<file path="src/rv32i_types.sv">
`default_nettype none

package rv32i_types;

    // major opcodes of the three decoded formats
    typedef enum logic [6:0] {
        OP_REG    = 7'b0110011,
        OP_IMM    = 7'b0010011,
        OP_BRANCH = 7'b1100011
    } opcode_e;

    // register-register alu
    typedef struct packed {
        logic [6:0] funct7;
        logic [4:0] rs2;
        logic [4:0] rs1;
        logic [2:0] funct3;
        logic [4:0] rd;
        opcode_e    opcode;
    } r_fmt_t;

    // register-immediate alu, 12-bit signed immediate
    typedef struct packed {
        logic [11:0] imm;
        logic [4:0]  rs1;
        logic [2:0]  funct3;
        logic [4:0]  rd;
        opcode_e     opcode;
    } i_fmt_t;

    // conditional branch, offset bits scattered over the word
    typedef struct packed {
        logic        imm12;
        logic [5:0]  imm10_5;
        logic [4:0]  rs2;
        logic [4:0]  rs1;
        logic [2:0]  funct3;
        logic [3:0]  imm4_1;
        logic        imm11;
        opcode_e     opcode;
    } b_fmt_t;

    // one instruction word, view picked by the opcode
    typedef union packed {
        r_fmt_t r;
        i_fmt_t i;
        b_fmt_t b;
    } instr_u;

endpackage : rv32i_types

`default_nettype wire

</file>
<file path="src/tomasula_types.sv">
`default_nettype none

package tomasula_types;

    // rob tag width, room for up to 16 entries
    localparam int ROB_TAG_W = 4;

    typedef logic [ROB_TAG_W-1:0] rob_tag_t;

    // instruction class, picks the station type
    typedef enum logic [1:0] {
        ALU    = 2'd0,
        BRANCH = 2'd1
    } op_e;

    // decoded instruction as held in the queue
    typedef struct packed {
        op_e         op;
        // {funct7[5], funct3}
        logic [3:0]  alu_fn;
        logic [4:0]  dest_reg;
        logic [4:0]  src1_reg;
        logic [4:0]  src2_reg;
        // second operand from imm instead of src2
        logic        use_imm;
        // already sign-extended
        logic [31:0] imm;
    } ctl_word;

    // one bit per reservation station, alu1 in bit 0
    typedef struct packed {
        logic br;
        logic alu4;
        logic alu3;
        logic alu2;
        logic alu1;
    } rs_sel_t;

    // what leaves the issue stage with a station load
    typedef struct packed {
        ctl_word  ctl;
        rob_tag_t tag;
    } dispatch_t;

endpackage : tomasula_types

`default_nettype wire

</file>
<file path="src/fifo_synch_1r1w.sv">
`timescale 1ns/1ps
`default_nettype none

module fifo_synch_1r1w #(
    parameter type DTYPE = logic [7:0],
    parameter int  DEPTH = 4
) (
    input  wire  clk_i,
    input  wire  reset_n_i,
    input  DTYPE data_i,
    input  logic valid_i,
    output logic ready_o,
    output logic valid_o,
    output DTYPE data_o,
    input  logic yumi_i
);

    localparam int PTR_W = (DEPTH > 1) ? $clog2(DEPTH) : 1;
    localparam int CNT_W = $clog2(DEPTH + 1);

    DTYPE             mem [DEPTH];
    logic [PTR_W-1:0] wr_ptr_q;
    logic [PTR_W-1:0] rd_ptr_q;
    logic [CNT_W-1:0] count_q;
    logic             push;
    logic             pop;

    // wrap explicitly so non power of two depths work
    function automatic logic [PTR_W-1:0] next_ptr(input logic [PTR_W-1:0] ptr);
        if (ptr == PTR_W'(DEPTH - 1)) begin
            return '0;
        end
        return ptr + 1'b1;
    endfunction

    assign push    = valid_i & ready_o;
    assign pop     = yumi_i & valid_o;
    assign ready_o = (count_q != CNT_W'(DEPTH));
    assign valid_o = (count_q != '0);
    // head shown straight from storage, first word fall through
    assign data_o  = mem[rd_ptr_q];

    always_ff @(posedge clk_i) begin
        if (!reset_n_i) begin
            wr_ptr_q <= '0;
            rd_ptr_q <= '0;
            count_q  <= '0;
        end else begin
            if (push) begin
                wr_ptr_q <= next_ptr(wr_ptr_q);
            end
            if (pop) begin
                rd_ptr_q <= next_ptr(rd_ptr_q);
            end
            // simultaneous push and pop keeps the count
            case ({push, pop})
                2'b10:   count_q <= count_q + 1'b1;
                2'b01:   count_q <= count_q - 1'b1;
                default: count_q <= count_q;
            endcase
        end
    end

    // storage itself
    always_ff @(posedge clk_i) begin
        if (push) begin
            mem[wr_ptr_q] <= data_i;
        end
    end

    // producer must respect ready
    a_no_push_full: assert property (@(posedge clk_i) disable iff (!reset_n_i)
        valid_i |-> ready_o);

    // consumer only takes a valid head
    a_no_pop_empty: assert property (@(posedge clk_i) disable iff (!reset_n_i)
        yumi_i |-> valid_o);

endmodule : fifo_synch_1r1w

`default_nettype wire

</file>
<file path="src/ir_decoder.sv">
`timescale 1ns/1ps
`default_nettype none

module ir_decoder (
    input  wire                     clk,
    input  wire                     rst_i,
    input  logic                    inst_valid_i,
    input  rv32i_types::instr_u     inst_i,
    input  logic                    ack_i,
    output logic                    ld_iq_o,
    output tomasula_types::ctl_word control_word_o,
    output logic                    busy_o,
    output logic                    illegal_o
);

    typedef enum logic [1:0] {
        IDLE,
        DECODE,
        ISSUE
    } state_e;

    state_e                  state_q;
    rv32i_types::instr_u     inst_q;
    tomasula_types::ctl_word dec_word;
    logic                    dec_legal;

    // decode from the captured word, view chosen by opcode
    always_comb begin
        dec_word  = '0;
        dec_legal = 1'b1;
        case (inst_q.r.opcode)
            rv32i_types::OP_REG: begin
                dec_word.op       = tomasula_types::ALU;
                dec_word.alu_fn   = {inst_q.r.funct7[5], inst_q.r.funct3};
                dec_word.dest_reg = inst_q.r.rd;
                dec_word.src1_reg = inst_q.r.rs1;
                dec_word.src2_reg = inst_q.r.rs2;
            end
            rv32i_types::OP_IMM: begin
                dec_word.op       = tomasula_types::ALU;
                // bit 30 only matters for srai vs srli
                dec_word.alu_fn   = {(inst_q.i.funct3 == 3'b101) & inst_q.i.imm[10],
                                     inst_q.i.funct3};
                dec_word.dest_reg = inst_q.i.rd;
                dec_word.src1_reg = inst_q.i.rs1;
                dec_word.use_imm  = 1'b1;
                dec_word.imm      = {{20{inst_q.i.imm[11]}}, inst_q.i.imm};
            end
            rv32i_types::OP_BRANCH: begin
                dec_word.op       = tomasula_types::BRANCH;
                dec_word.alu_fn   = {1'b0, inst_q.b.funct3};
                dec_word.src1_reg = inst_q.b.rs1;
                dec_word.src2_reg = inst_q.b.rs2;
                // compare uses rs2, imm is the branch offset
                dec_word.imm      = {{19{inst_q.b.imm12}}, inst_q.b.imm12, inst_q.b.imm11,
                                     inst_q.b.imm10_5, inst_q.b.imm4_1, 1'b0};
            end
            default: begin
                dec_legal = 1'b0;
            end
        endcase
    end

    always_ff @(posedge clk) begin
        if (rst_i) begin
            state_q   <= IDLE;
            illegal_o <= 1'b0;
        end else begin
            illegal_o <= 1'b0;
            case (state_q)
                IDLE: begin
                    if (inst_valid_i) begin
                        state_q <= DECODE;
                    end
                end
                DECODE: begin
                    // illegal words are dropped here
                    if (dec_legal) begin
                        state_q <= ISSUE;
                    end else begin
                        state_q   <= IDLE;
                        illegal_o <= 1'b1;
                    end
                end
                ISSUE: begin
                    if (ack_i) begin
                        state_q <= IDLE;
                    end
                end
                default: state_q <= IDLE;
            endcase
        end
    end

    // instruction and decoded word
    always_ff @(posedge clk) begin
        if (state_q == IDLE && inst_valid_i) begin
            inst_q <= inst_i;
        end
        if (state_q == DECODE) begin
            control_word_o <= dec_word;
        end
    end

    assign ld_iq_o = (state_q == ISSUE);
    assign busy_o  = (state_q != IDLE);

    // request held with a steady word until the queue takes it
    a_hold_req: assert property (@(posedge clk) disable iff (rst_i)
        ld_iq_o && !ack_i |=> ld_iq_o && $stable(control_word_o));

endmodule : ir_decoder

`default_nettype wire

</file>
<file path="src/iq.sv">
`timescale 1ns/1ps
`default_nettype none

module iq #(
    parameter int IQ_DEPTH = 4
) (
    input  wire                     clk,
    input  wire                     rst_i,
    input  logic                    ld_iq_i,
    input  tomasula_types::ctl_word control_word_i,
    output logic                    ack_o,
    input  tomasula_types::rs_sel_t rs_empty_i,
    input  logic                    rob_full_i,
    output tomasula_types::rs_sel_t rs_load_o,
    output logic                    rob_load_o,
    output tomasula_types::ctl_word control_o
);

    logic                    fifo_ready;
    logic                    head_valid;
    logic                    enqueue;
    logic                    dequeue;
    tomasula_types::ctl_word head;

    fifo_synch_1r1w #(
        .DTYPE (tomasula_types::ctl_word),
        .DEPTH (IQ_DEPTH)
    ) u_fifo (
        .clk_i     (clk),
        .reset_n_i (~rst_i),
        .data_i    (control_word_i),
        .valid_i   (enqueue),
        .ready_o   (fifo_ready),
        .valid_o   (head_valid),
        .data_o    (head),
        .yumi_i    (dequeue)
    );

    // ack in the same cycle whenever there is space
    assign ack_o   = fifo_ready;
    assign enqueue = ld_iq_i & fifo_ready;

    // head goes out in order, never past a stalled entry
    always_comb begin
        rs_load_o = '0;
        if (head_valid && !rob_full_i) begin
            if (head.op == tomasula_types::BRANCH) begin
                rs_load_o.br = rs_empty_i.br;
            end else if (rs_empty_i.alu1) begin
                rs_load_o.alu1 = 1'b1;
            end else if (rs_empty_i.alu2) begin
                rs_load_o.alu2 = 1'b1;
            end else if (rs_empty_i.alu3) begin
                rs_load_o.alu3 = 1'b1;
            end else if (rs_empty_i.alu4) begin
                rs_load_o.alu4 = 1'b1;
            end
        end
    end

    // any station load pops the head and takes a rob slot
    assign dequeue    = |rs_load_o;
    assign rob_load_o = dequeue;
    assign control_o  = head;

    // single target per dispatch, rob allocated with it
    a_one_target: assert property (@(posedge clk) disable iff (rst_i)
        $onehot0(rs_load_o) && (rob_load_o == (rs_load_o != '0)));

endmodule : iq

`default_nettype wire

</file>
<file path="src/rob_counter.sv">
`timescale 1ns/1ps
`default_nettype none

module rob_counter #(
    parameter int ROB_DEPTH = 8
) (
    input  wire                      clk,
    input  wire                      rst_i,
    input  logic                     rob_load_i,
    input  logic                     commit_i,
    output logic                     rob_full_o,
    output tomasula_types::rob_tag_t rob_tag_o
);

    localparam int CNT_W = $clog2(ROB_DEPTH + 1);

    logic [CNT_W-1:0]         count_q;
    tomasula_types::rob_tag_t tag_q;

    always_ff @(posedge clk) begin
        if (rst_i) begin
            count_q <= '0;
            tag_q   <= '0;
        end else begin
            // load and commit together cancel out
            case ({rob_load_i, commit_i})
                2'b10:   count_q <= count_q + 1'b1;
                2'b01:   count_q <= count_q - 1'b1;
                default: count_q <= count_q;
            endcase
            // tail tag wraps at the rob depth
            if (rob_load_i) begin
                if (tag_q == tomasula_types::ROB_TAG_W'(ROB_DEPTH - 1)) begin
                    tag_q <= '0;
                end else begin
                    tag_q <= tag_q + 1'b1;
                end
            end
        end
    end

    assign rob_full_o = (count_q == CNT_W'(ROB_DEPTH));
    // tag of the entry the next load takes
    assign rob_tag_o  = tag_q;

    // the queue must stall on a full rob
    a_no_load_full: assert property (@(posedge clk) disable iff (rst_i)
        rob_load_i |-> !rob_full_o);

    // commits only retire existing entries
    a_no_commit_empty: assert property (@(posedge clk) disable iff (rst_i)
        commit_i |-> (count_q != '0));

endmodule : rob_counter

`default_nettype wire

</file>
<file path="src/rs_tracker.sv">
`timescale 1ns/1ps
`default_nettype none

module rs_tracker (
    input  wire                     clk,
    input  wire                     rst_i,
    input  tomasula_types::rs_sel_t rs_load_i,
    input  tomasula_types::rs_sel_t rs_done_i,
    output tomasula_types::rs_sel_t rs_empty_o
);

    // one busy bit per station, same order as rs_sel_t
    logic [4:0] busy_q;
    logic [4:0] load;
    logic [4:0] done;

    assign load = rs_load_i;
    assign done = rs_done_i;

    always_ff @(posedge clk) begin
        if (rst_i) begin
            busy_q <= '0;
        end else begin
            // done on an idle station clears nothing
            // a new load wins over a stray done
            busy_q <= (busy_q & ~done) | load;
        end
    end

    assign rs_empty_o = tomasula_types::rs_sel_t'(~busy_q);

    // dispatch only targets a free station
    a_load_free: assert property (@(posedge clk) disable iff (rst_i)
        (load & busy_q) == '0);

endmodule : rs_tracker

`default_nettype wire

</file>
<file path="src/issue_top.sv">
`timescale 1ns/1ps
`default_nettype none

module issue_top #(
    parameter int IQ_DEPTH  = 4,
    parameter int ROB_DEPTH = 8
) (
    input  wire                       clk,
    input  wire                       rst_i,
    input  logic                      inst_valid_i,
    input  rv32i_types::instr_u       inst_i,
    input  tomasula_types::rs_sel_t   rs_done_i,
    input  logic                      commit_i,
    output logic                      busy_o,
    output logic                      illegal_o,
    output tomasula_types::rs_sel_t   rs_load_o,
    output tomasula_types::dispatch_t dispatch_o
);

    // decoder to queue
    logic                     ld_iq;
    logic                     ack;
    tomasula_types::ctl_word  control_word;

    // queue to tracker and counter
    tomasula_types::rs_sel_t  rs_empty;
    logic                     rob_full;
    logic                     rob_load;
    tomasula_types::ctl_word  head_word;
    tomasula_types::rob_tag_t rob_tag;

    ir_decoder u_decoder (
        .clk            (clk),
        .rst_i          (rst_i),
        .inst_valid_i   (inst_valid_i),
        .inst_i         (inst_i),
        .ack_i          (ack),
        .ld_iq_o        (ld_iq),
        .control_word_o (control_word),
        .busy_o         (busy_o),
        .illegal_o      (illegal_o)
    );

    iq #(
        .IQ_DEPTH (IQ_DEPTH)
    ) u_iq (
        .clk            (clk),
        .rst_i          (rst_i),
        .ld_iq_i        (ld_iq),
        .control_word_i (control_word),
        .ack_o          (ack),
        .rs_empty_i     (rs_empty),
        .rob_full_i     (rob_full),
        .rs_load_o      (rs_load_o),
        .rob_load_o     (rob_load),
        .control_o      (head_word)
    );

    rob_counter #(
        .ROB_DEPTH (ROB_DEPTH)
    ) u_rob (
        .clk        (clk),
        .rst_i      (rst_i),
        .rob_load_i (rob_load),
        .commit_i   (commit_i),
        .rob_full_o (rob_full),
        .rob_tag_o  (rob_tag)
    );

    rs_tracker u_rs (
        .clk        (clk),
        .rst_i      (rst_i),
        .rs_load_i  (rs_load_o),
        .rs_done_i  (rs_done_i),
        .rs_empty_o (rs_empty)
    );

    // head word tagged with the rob tail, valid with a station load
    assign dispatch_o = '{ctl: head_word, tag: rob_tag};

endmodule : issue_top

`default_nettype wire

</file>
<file path="config.mk">
export PLATFORM = sky130hd
export DESIGN_NAME = issue_top
export DESIGN_NICKNAME = d
export VERILOG_FILES = /design/src/rv32i_types.sv /design/src/tomasula_types.sv /design/src/fifo_synch_1r1w.sv /design/src/ir_decoder.sv /design/src/iq.sv /design/src/rob_counter.sv /design/src/rs_tracker.sv /design/src/issue_top.sv
export SDC_FILE = /design/constraint.sdc
export NUM_CORES = 1
export LEC_CHECK = 0
export BUFFER_PORTS_ARGS = -buffer_cell sky130_fd_sc_hd__buf_2
export CAP_MARGIN = 20
export CORE_ASPECT_RATIO = 0.6
export CORE_MARGIN = 2
export CORE_UTILIZATION = 52
export CTS_BUF_LIST = sky130_fd_sc_hd__clkbuf_4 sky130_fd_sc_hd__clkbuf_8 sky130_fd_sc_hd__clkbuf_16
export DETAILED_ROUTE_END_ITERATION = 16
export GPL_TIMING_DRIVEN = 0
export HOLD_SLACK_MARGIN = 0.15
export PLACE_DENSITY = 0.73
export REMOVE_ABC_BUFFERS = 1
export SLEW_MARGIN = 20
export SYNTH_ARGS = -nofsm -noshare
export SYNTH_HDL_FRONTEND = slang
export SYNTH_SLANG_ARGS = --single-unit
</file>
<file path="constraint.sdc">
create_clock -name clk -period 2.7 [get_ports clk]
set_input_delay 0.405 -clock clk [delete_from_list [all_inputs] [get_ports clk]]
set_output_delay 0.405 -clock clk [all_outputs]
set_load 0.02 [all_outputs]
</file>
Word level (Yosys, flattened, before mapping)

Memory sizes are Yosys's and may differ from the RTL's. A register that Yosys moved wholly into a read port is not among the register bits.
Index checks and enable logic that the tools add are counted.
W data, S select, Z words.

Output and inout bits: 65
Memories: 1
Bits in read-only memories: 0
Flip-flop bits (word level): 109
Memory bits (writable): 216
Word-level logic and storage cells: 101
Bits in latches: 0

Memory list:

| name            | words | width | rd ports | clocked after memory_dff | write ports | RTL line              | source |
|---|---|---|---|---|---|---|---|
| u_iq.u_fifo.mem | 4     | 54    | 1        | 1                        | 1           | fifo_synch_1r1w.sv:21 | `DTYPE mem [DEPTH];` |

Bitwise operators: 9
Multipliers: 0
Shift-type cells: 0
Muxes and demuxes: 36
Equal/unequal tests: 18
Add/sub/neg operators: 7
Reduce and logical (&&, ||, !) cells: 14
Divide/modulo/power cells: 0
Order comparisons: 0

Operator list:

| operator              | count |
|---|---|
| $pmux W32 S2          | 1 |
| $mux W2               | 10 |
| $mux W1               | 17 |
| $pmux W5 S3           | 1 |
| $eq A2 B2 Y1 const B  | 5 |
| $not A5 Y5            | 2 |
| $add A4 B1 Y4 const B | 2 |
| $eq A2 B1 Y1 const B  | 4 |
| $mux W4               | 2 |
| $pmux W4 S2           | 1 |
| $eq A7 B5 Y1 const B  | 1 |
| $eq A7 B6 Y1 const B  | 1 |
| $eq A7 B7 Y1 const B  | 1 |
| $pmux W2 S3           | 1 |
| $pmux W3 S2           | 1 |
| $reduce_bool A2 Y1    | 3 |
| $reduce_or A2 Y1      | 3 |
| $and A5 B5 Y5         | 1 |
| $mux W5               | 1 |
| $or A5 B5 Y5          | 1 |
| $reduce_or A5 Y1      | 1 |
| $add A2 B1 Y2 const B | 2 |
| $and A1 B1 Y1         | 4 |
| $eq A4 B3 Y1 const B  | 1 |
| 15 further kinds      | 17 |

Logic depth before layout (Yosys ltp)

Depth in word-level cells: 14
Depth in mapped cells: 13

Cells and area by module

Synthesis repeated with hierarchy kept, for this count alone.

Cell total of the unflattened synthesis: 583
Area, all modules: 11687.5 um^2

By module, submodules not included:

| module          | sequential area each (um^2) | area an instance (um^2) | cells an instance | times used |
|---|---|---|---|---|
| fifo_synch_1r1w | 6666.4                      | 8293.0                  | 338               | 1 |
| ir_decoder      | 2042.0                      | 2655.0                  | 156               | 1 |
| rob_counter     | 160.2                       | 434.2                   | 48                | 1 |
| rs_tracker      | 100.1                       | 193.9                   | 25                | 1 |
| iq              | 0.0                         | 111.4                   | 16                | 1 |

Least setup slack after synthesis

OpenSTA, ideal clock, no wires.

Kind: register -> register
From: register (tool-made name)
To: register u_rob.count_q[3]
Stages on the path, launching flop included: 13
Period minus slack after synthesis: 3.111 ns
Setup time: 0.121 ns
Data arrival time: 2.990 ns
Path slack: -0.411 ns
Path buffers: 2
Path through: dfxtp_1 > buf_6 > mux4_2 > mux2i_4 > and2_1 > buf_2 > inv_2 > ha_1 > ha_1 > a21o_1 > a21oi_1 > mux2i_1 > mux2_2

RTL lines:

| element                | RTL line          | source |
|---|---|---|
| end signal: assignment | rob_counter.sv:27 | `2'b10: count_q <= count_q + 1'b1;` |
| end signal: assignment | rob_counter.sv:28 | `2'b01: count_q <= count_q - 1'b1;` |
| end signal: assignment | rob_counter.sv:29 | `default: count_q <= count_q;` |
| end: declaration       | rob_counter.sv:17 | `logic [CNT_W-1:0] count_q;` |

==> metrics <==
main flop type after synthesis sky130_fd_sc_hd__edfxtp_1; Commonest cells post-synth sky130_fd_sc_hd__edfxtp_1 (202), sky130_fd_sc_hd__mux4_2 (34), sky130_fd_sc_hd__and2_1 (31); number of synthesized register bits between 200 and 250; clock network latency to the later pin of the worst-skew pair 0.49 ns; hold path depth 3; CP endpoint kind output port; final hold violations 0; fraction of the core area covered by cells at the end of the flow approximately 66%; cells after synthesis about 460; async set-or-reset flop fraction in the synthesized netlist 0%; Clock transition at path regs 0.06 ns; Max Clock Skew 0.01324 ns; largest cells by area after synthesis sky130_fd_sc_hd__edfxtp_1 (70%), sky130_fd_sc_hd__mux4_2 (8.8%), sky130_fd_sc_hd__dfxtp_1 (5.8%); antenna diode instance count 0; Worst Tran Pin Value 0.9983 ns; area of the die 17760 um^2; Critical Path RT 2.30 ns; Switching Fraction about 26%; via density per instance 5.458; path type of the worst min-delay path in2reg; GRT Overall Usage 19.32%; share of the clock period used by the worst path 104.4%; highest net fanout along the worst path 5; tightest hold margin 0.2154 ns; Critical R2R Capture u_rob.count_q[3]; clock tree from TritonCTS yes; kind of critical path reg2out; unique cell type count in the Yosys netlist 47; number of flops mapped to enable cells by yosys ~200; overflow left after global routing 0; number of clock sinks seen by CTS around 230; library cell with the highest instance count after synthesis sky130_fd_sc_hd__edfxtp_1; core outline area 16260 um^2; endpoint arrival time on the critical path 2.41 ns; placement row count 36; result of the run finished, violations left; shortest clock period the worst path allows after layout 2.820 ns; wire length of the first global-routing pass 25610 um; maximum resistive drop on vdd 406.3 uV; via count 4601; Syn Area/Cell around 19 um^2; post-DR wirelength/cell 19.95 um; Clk network pwr share 34.8%; Syn Std Cell Area 8673 um^2; width of the die about 170 um; DP HPWL 10170 um; total net switching power 0.002309 W; H-tree Lvls 1; leakage power between 3 and 4 nW; worst hold path startpoint rs_done_i[0]; Post-Route WL 16810 um; remaining antenna violation count after routing 0; internal power consumption roughly 0.0067 W; total power divided by cell area 839.3 nW/um^2; number of antenna violations at the first check in global routing 1; maximum capacitance violations 0; failing checks negative setup slack; detailed-router iteration count before antenna repair 4; DRC violation total after the first TritonRoute iteration 478; number of top-level pins 106; placer congestion estimate around 0.75; biggest area consumer among synthesized cells sky130_fd_sc_hd__edfxtp_1; unrepaired setup endpoints after global routing true; number of port buffers 104; fraction of layout instances using a drive strength above 1 35.28%; Place WS -0.7631 ns; maximum number of pins on one net before global-route repair 31; Area growth syn-to-layout 23.77%; CTS Buf Count 21; worst reg2reg startpoint u_iq.u_fifo.mem[0][52]; worst setup slack after layout -0.1195 ns; worst setup slack for register-to-register paths -0.06 ns; die outline height about 100 um; sequential fraction of the synthesis area 75.71%; Yosys warning total 0; Placement Cell Area 9468 um^2; sequential fraction of design power 45.2%; Worst Reg2Reg Path Length in Cells 10; number of buffers between clock root and the deepest sink 3; startpoint kind of the worst setup timing path register; proportion of power drawn by combinational gates 20.1%; via count of the first global-routing pass between 4000 and 5000; Pins Over Slew Limit 0; Root Buffer sky130_fd_sc_hd__clkbuf_16; post-detailed-route DRC marker count 0; setup TNS -0.2703 ns; Final Cell Area 10740 um^2; worst relative slew slack 33.45%; maximum frequency from static timing analysis 354.7 MHz; effective utilization at floorplan 53.34%; number of nets in the finished design roughly 660; number of failing setup endpoints in the final timing report 4; worst hold path endpoint u_rs.busy_q[0]; top-area cell type share of the netlist area a little over two thirds
per-stage QoR:
stage               cells  total power, W
finish                843        0.009010
global placement      757        0.005564
global route          843        0.009361
floorplan             425        0.005158
detailed placement    765        0.005652
CTS                   841        0.009025
critical path, cell delays in order (launching register included):
cell	delay (ns)
sky130_fd_sc_hd__edfxtp_1	0.43
sky130_fd_sc_hd__mux4_2	0.55
sky130_fd_sc_hd__buf_6	0.15
sky130_fd_sc_hd__or3_4	0.37
sky130_fd_sc_hd__nor4b_4	0.24
sky130_fd_sc_hd__buf_4	0.19
layer usage:
layer  track usage (%)  part of all wire (%)
met1             27.91                    44
met2             30.80                    47
met3             3.463                   7.0
met4             5.128                   1.9
met5                 0                     0
cell families after synthesis:
family	after synthesis	share of synthesized area, %
flops	227	75.71
simple gates	99	6.881
buf+inv	46	3.000
mux	41	9.824
compound gates	28	2.236
fa+ha+maj	12	1.904
xor+xnor	4	0.4039
other cells	1	0.04324
registers in the layout, indices dropped and copies added, names as in the netlist, named ones only:
name / cells
u_rs.busy_q: 5
u_rob.rob_tag_o: 4
u_rob.count_q: 4
u_decoder.illegal_o: 1
u_iq.u_fifo.rd_ptr_q: 2
u_decoder.control_word_o: 34
u_decoder.state_q: 2
u_iq.u_fifo.count_q: 3
u_iq.u_fifo.wr_ptr_q: 2
u_decoder.inst_q: 32
u_iq.u_fifo.mem: 136
worst max path at each step:
stage                                      start                to  cells after the start
after floorplan                         register  u_rob.count_q[3]                     10
after global placement                  register  u_rob.count_q[3]                     10
after detailed placement                register  u_rob.count_q[3]                     10
after CTS                 u_iq.u_fifo.mem[3][52]      rs_load_o[3]                      5
after global routing      u_iq.u_fifo.mem[3][52]      rs_load_o[3]                      5
final                     u_iq.u_fifo.mem[0][52]      rs_load_o[3]                      5
cell usage in the layout (no fill, tap or decap), types with 6 or more instances in the layout:
cell,count
sky130_fd_sc_hd__a21oi_1,7
sky130_fd_sc_hd__and2_1,26
sky130_fd_sc_hd__buf_2,101
sky130_fd_sc_hd__buf_4,8
sky130_fd_sc_hd__clkbuf_16,21
sky130_fd_sc_hd__dfxtp_1,23
sky130_fd_sc_hd__dlygate4sd3_1,32
sky130_fd_sc_hd__edfxtp_1,202
sky130_fd_sc_hd__ha_1,7
sky130_fd_sc_hd__inv_1,12
sky130_fd_sc_hd__mux4_2,36
sky130_fd_sc_hd__nand2b_1,6
sky130_fd_sc_hd__nor2_1,22
sky130_fd_sc_hd__nor2b_1,6
what timing repair did:
item	CTS	global route
gates resized for setup	18	5
hold endpoints to repair	32	0
hold buffers	32	0
setup buffers	7	1
endpoints found under the setup margin	14	27
gates cloned	1	1
pin swaps	4	0
power by group through the flow:
stage / clock network [W] / logic, W / registers (W)
2_1_floorplan: 0 / 0.000985 / 0.00417
3_3_place_gp: 0 / 0.00134 / 0.00423
3_5_place_dp: 0 / 0.00147 / 0.00418
4_1_cts: 0.00320 / 0.00177 / 0.00405
5_1_grt: 0.00332 / 0.00196 / 0.00408
6_report: 0.00313 / 0.00181 / 0.00407
layout make-up:
| class | instances | area, um^2 |
|---|---|---|
| Multi-Input combinational cell | 187 | 1983 |
| Clock inverter | 13 | 197.7 |
| Tap cell | 228 | 285.3 |
| Inverter | 13 | 48.80 |
| Sequential cell | 227 | 6574 |
| Clock buffer | 23 | 540.5 |
| Timing Repair Buffer | 152 | 1106 |
| Fill cell | 1050 | 5525 |
(Power assumes the default switching activity.)
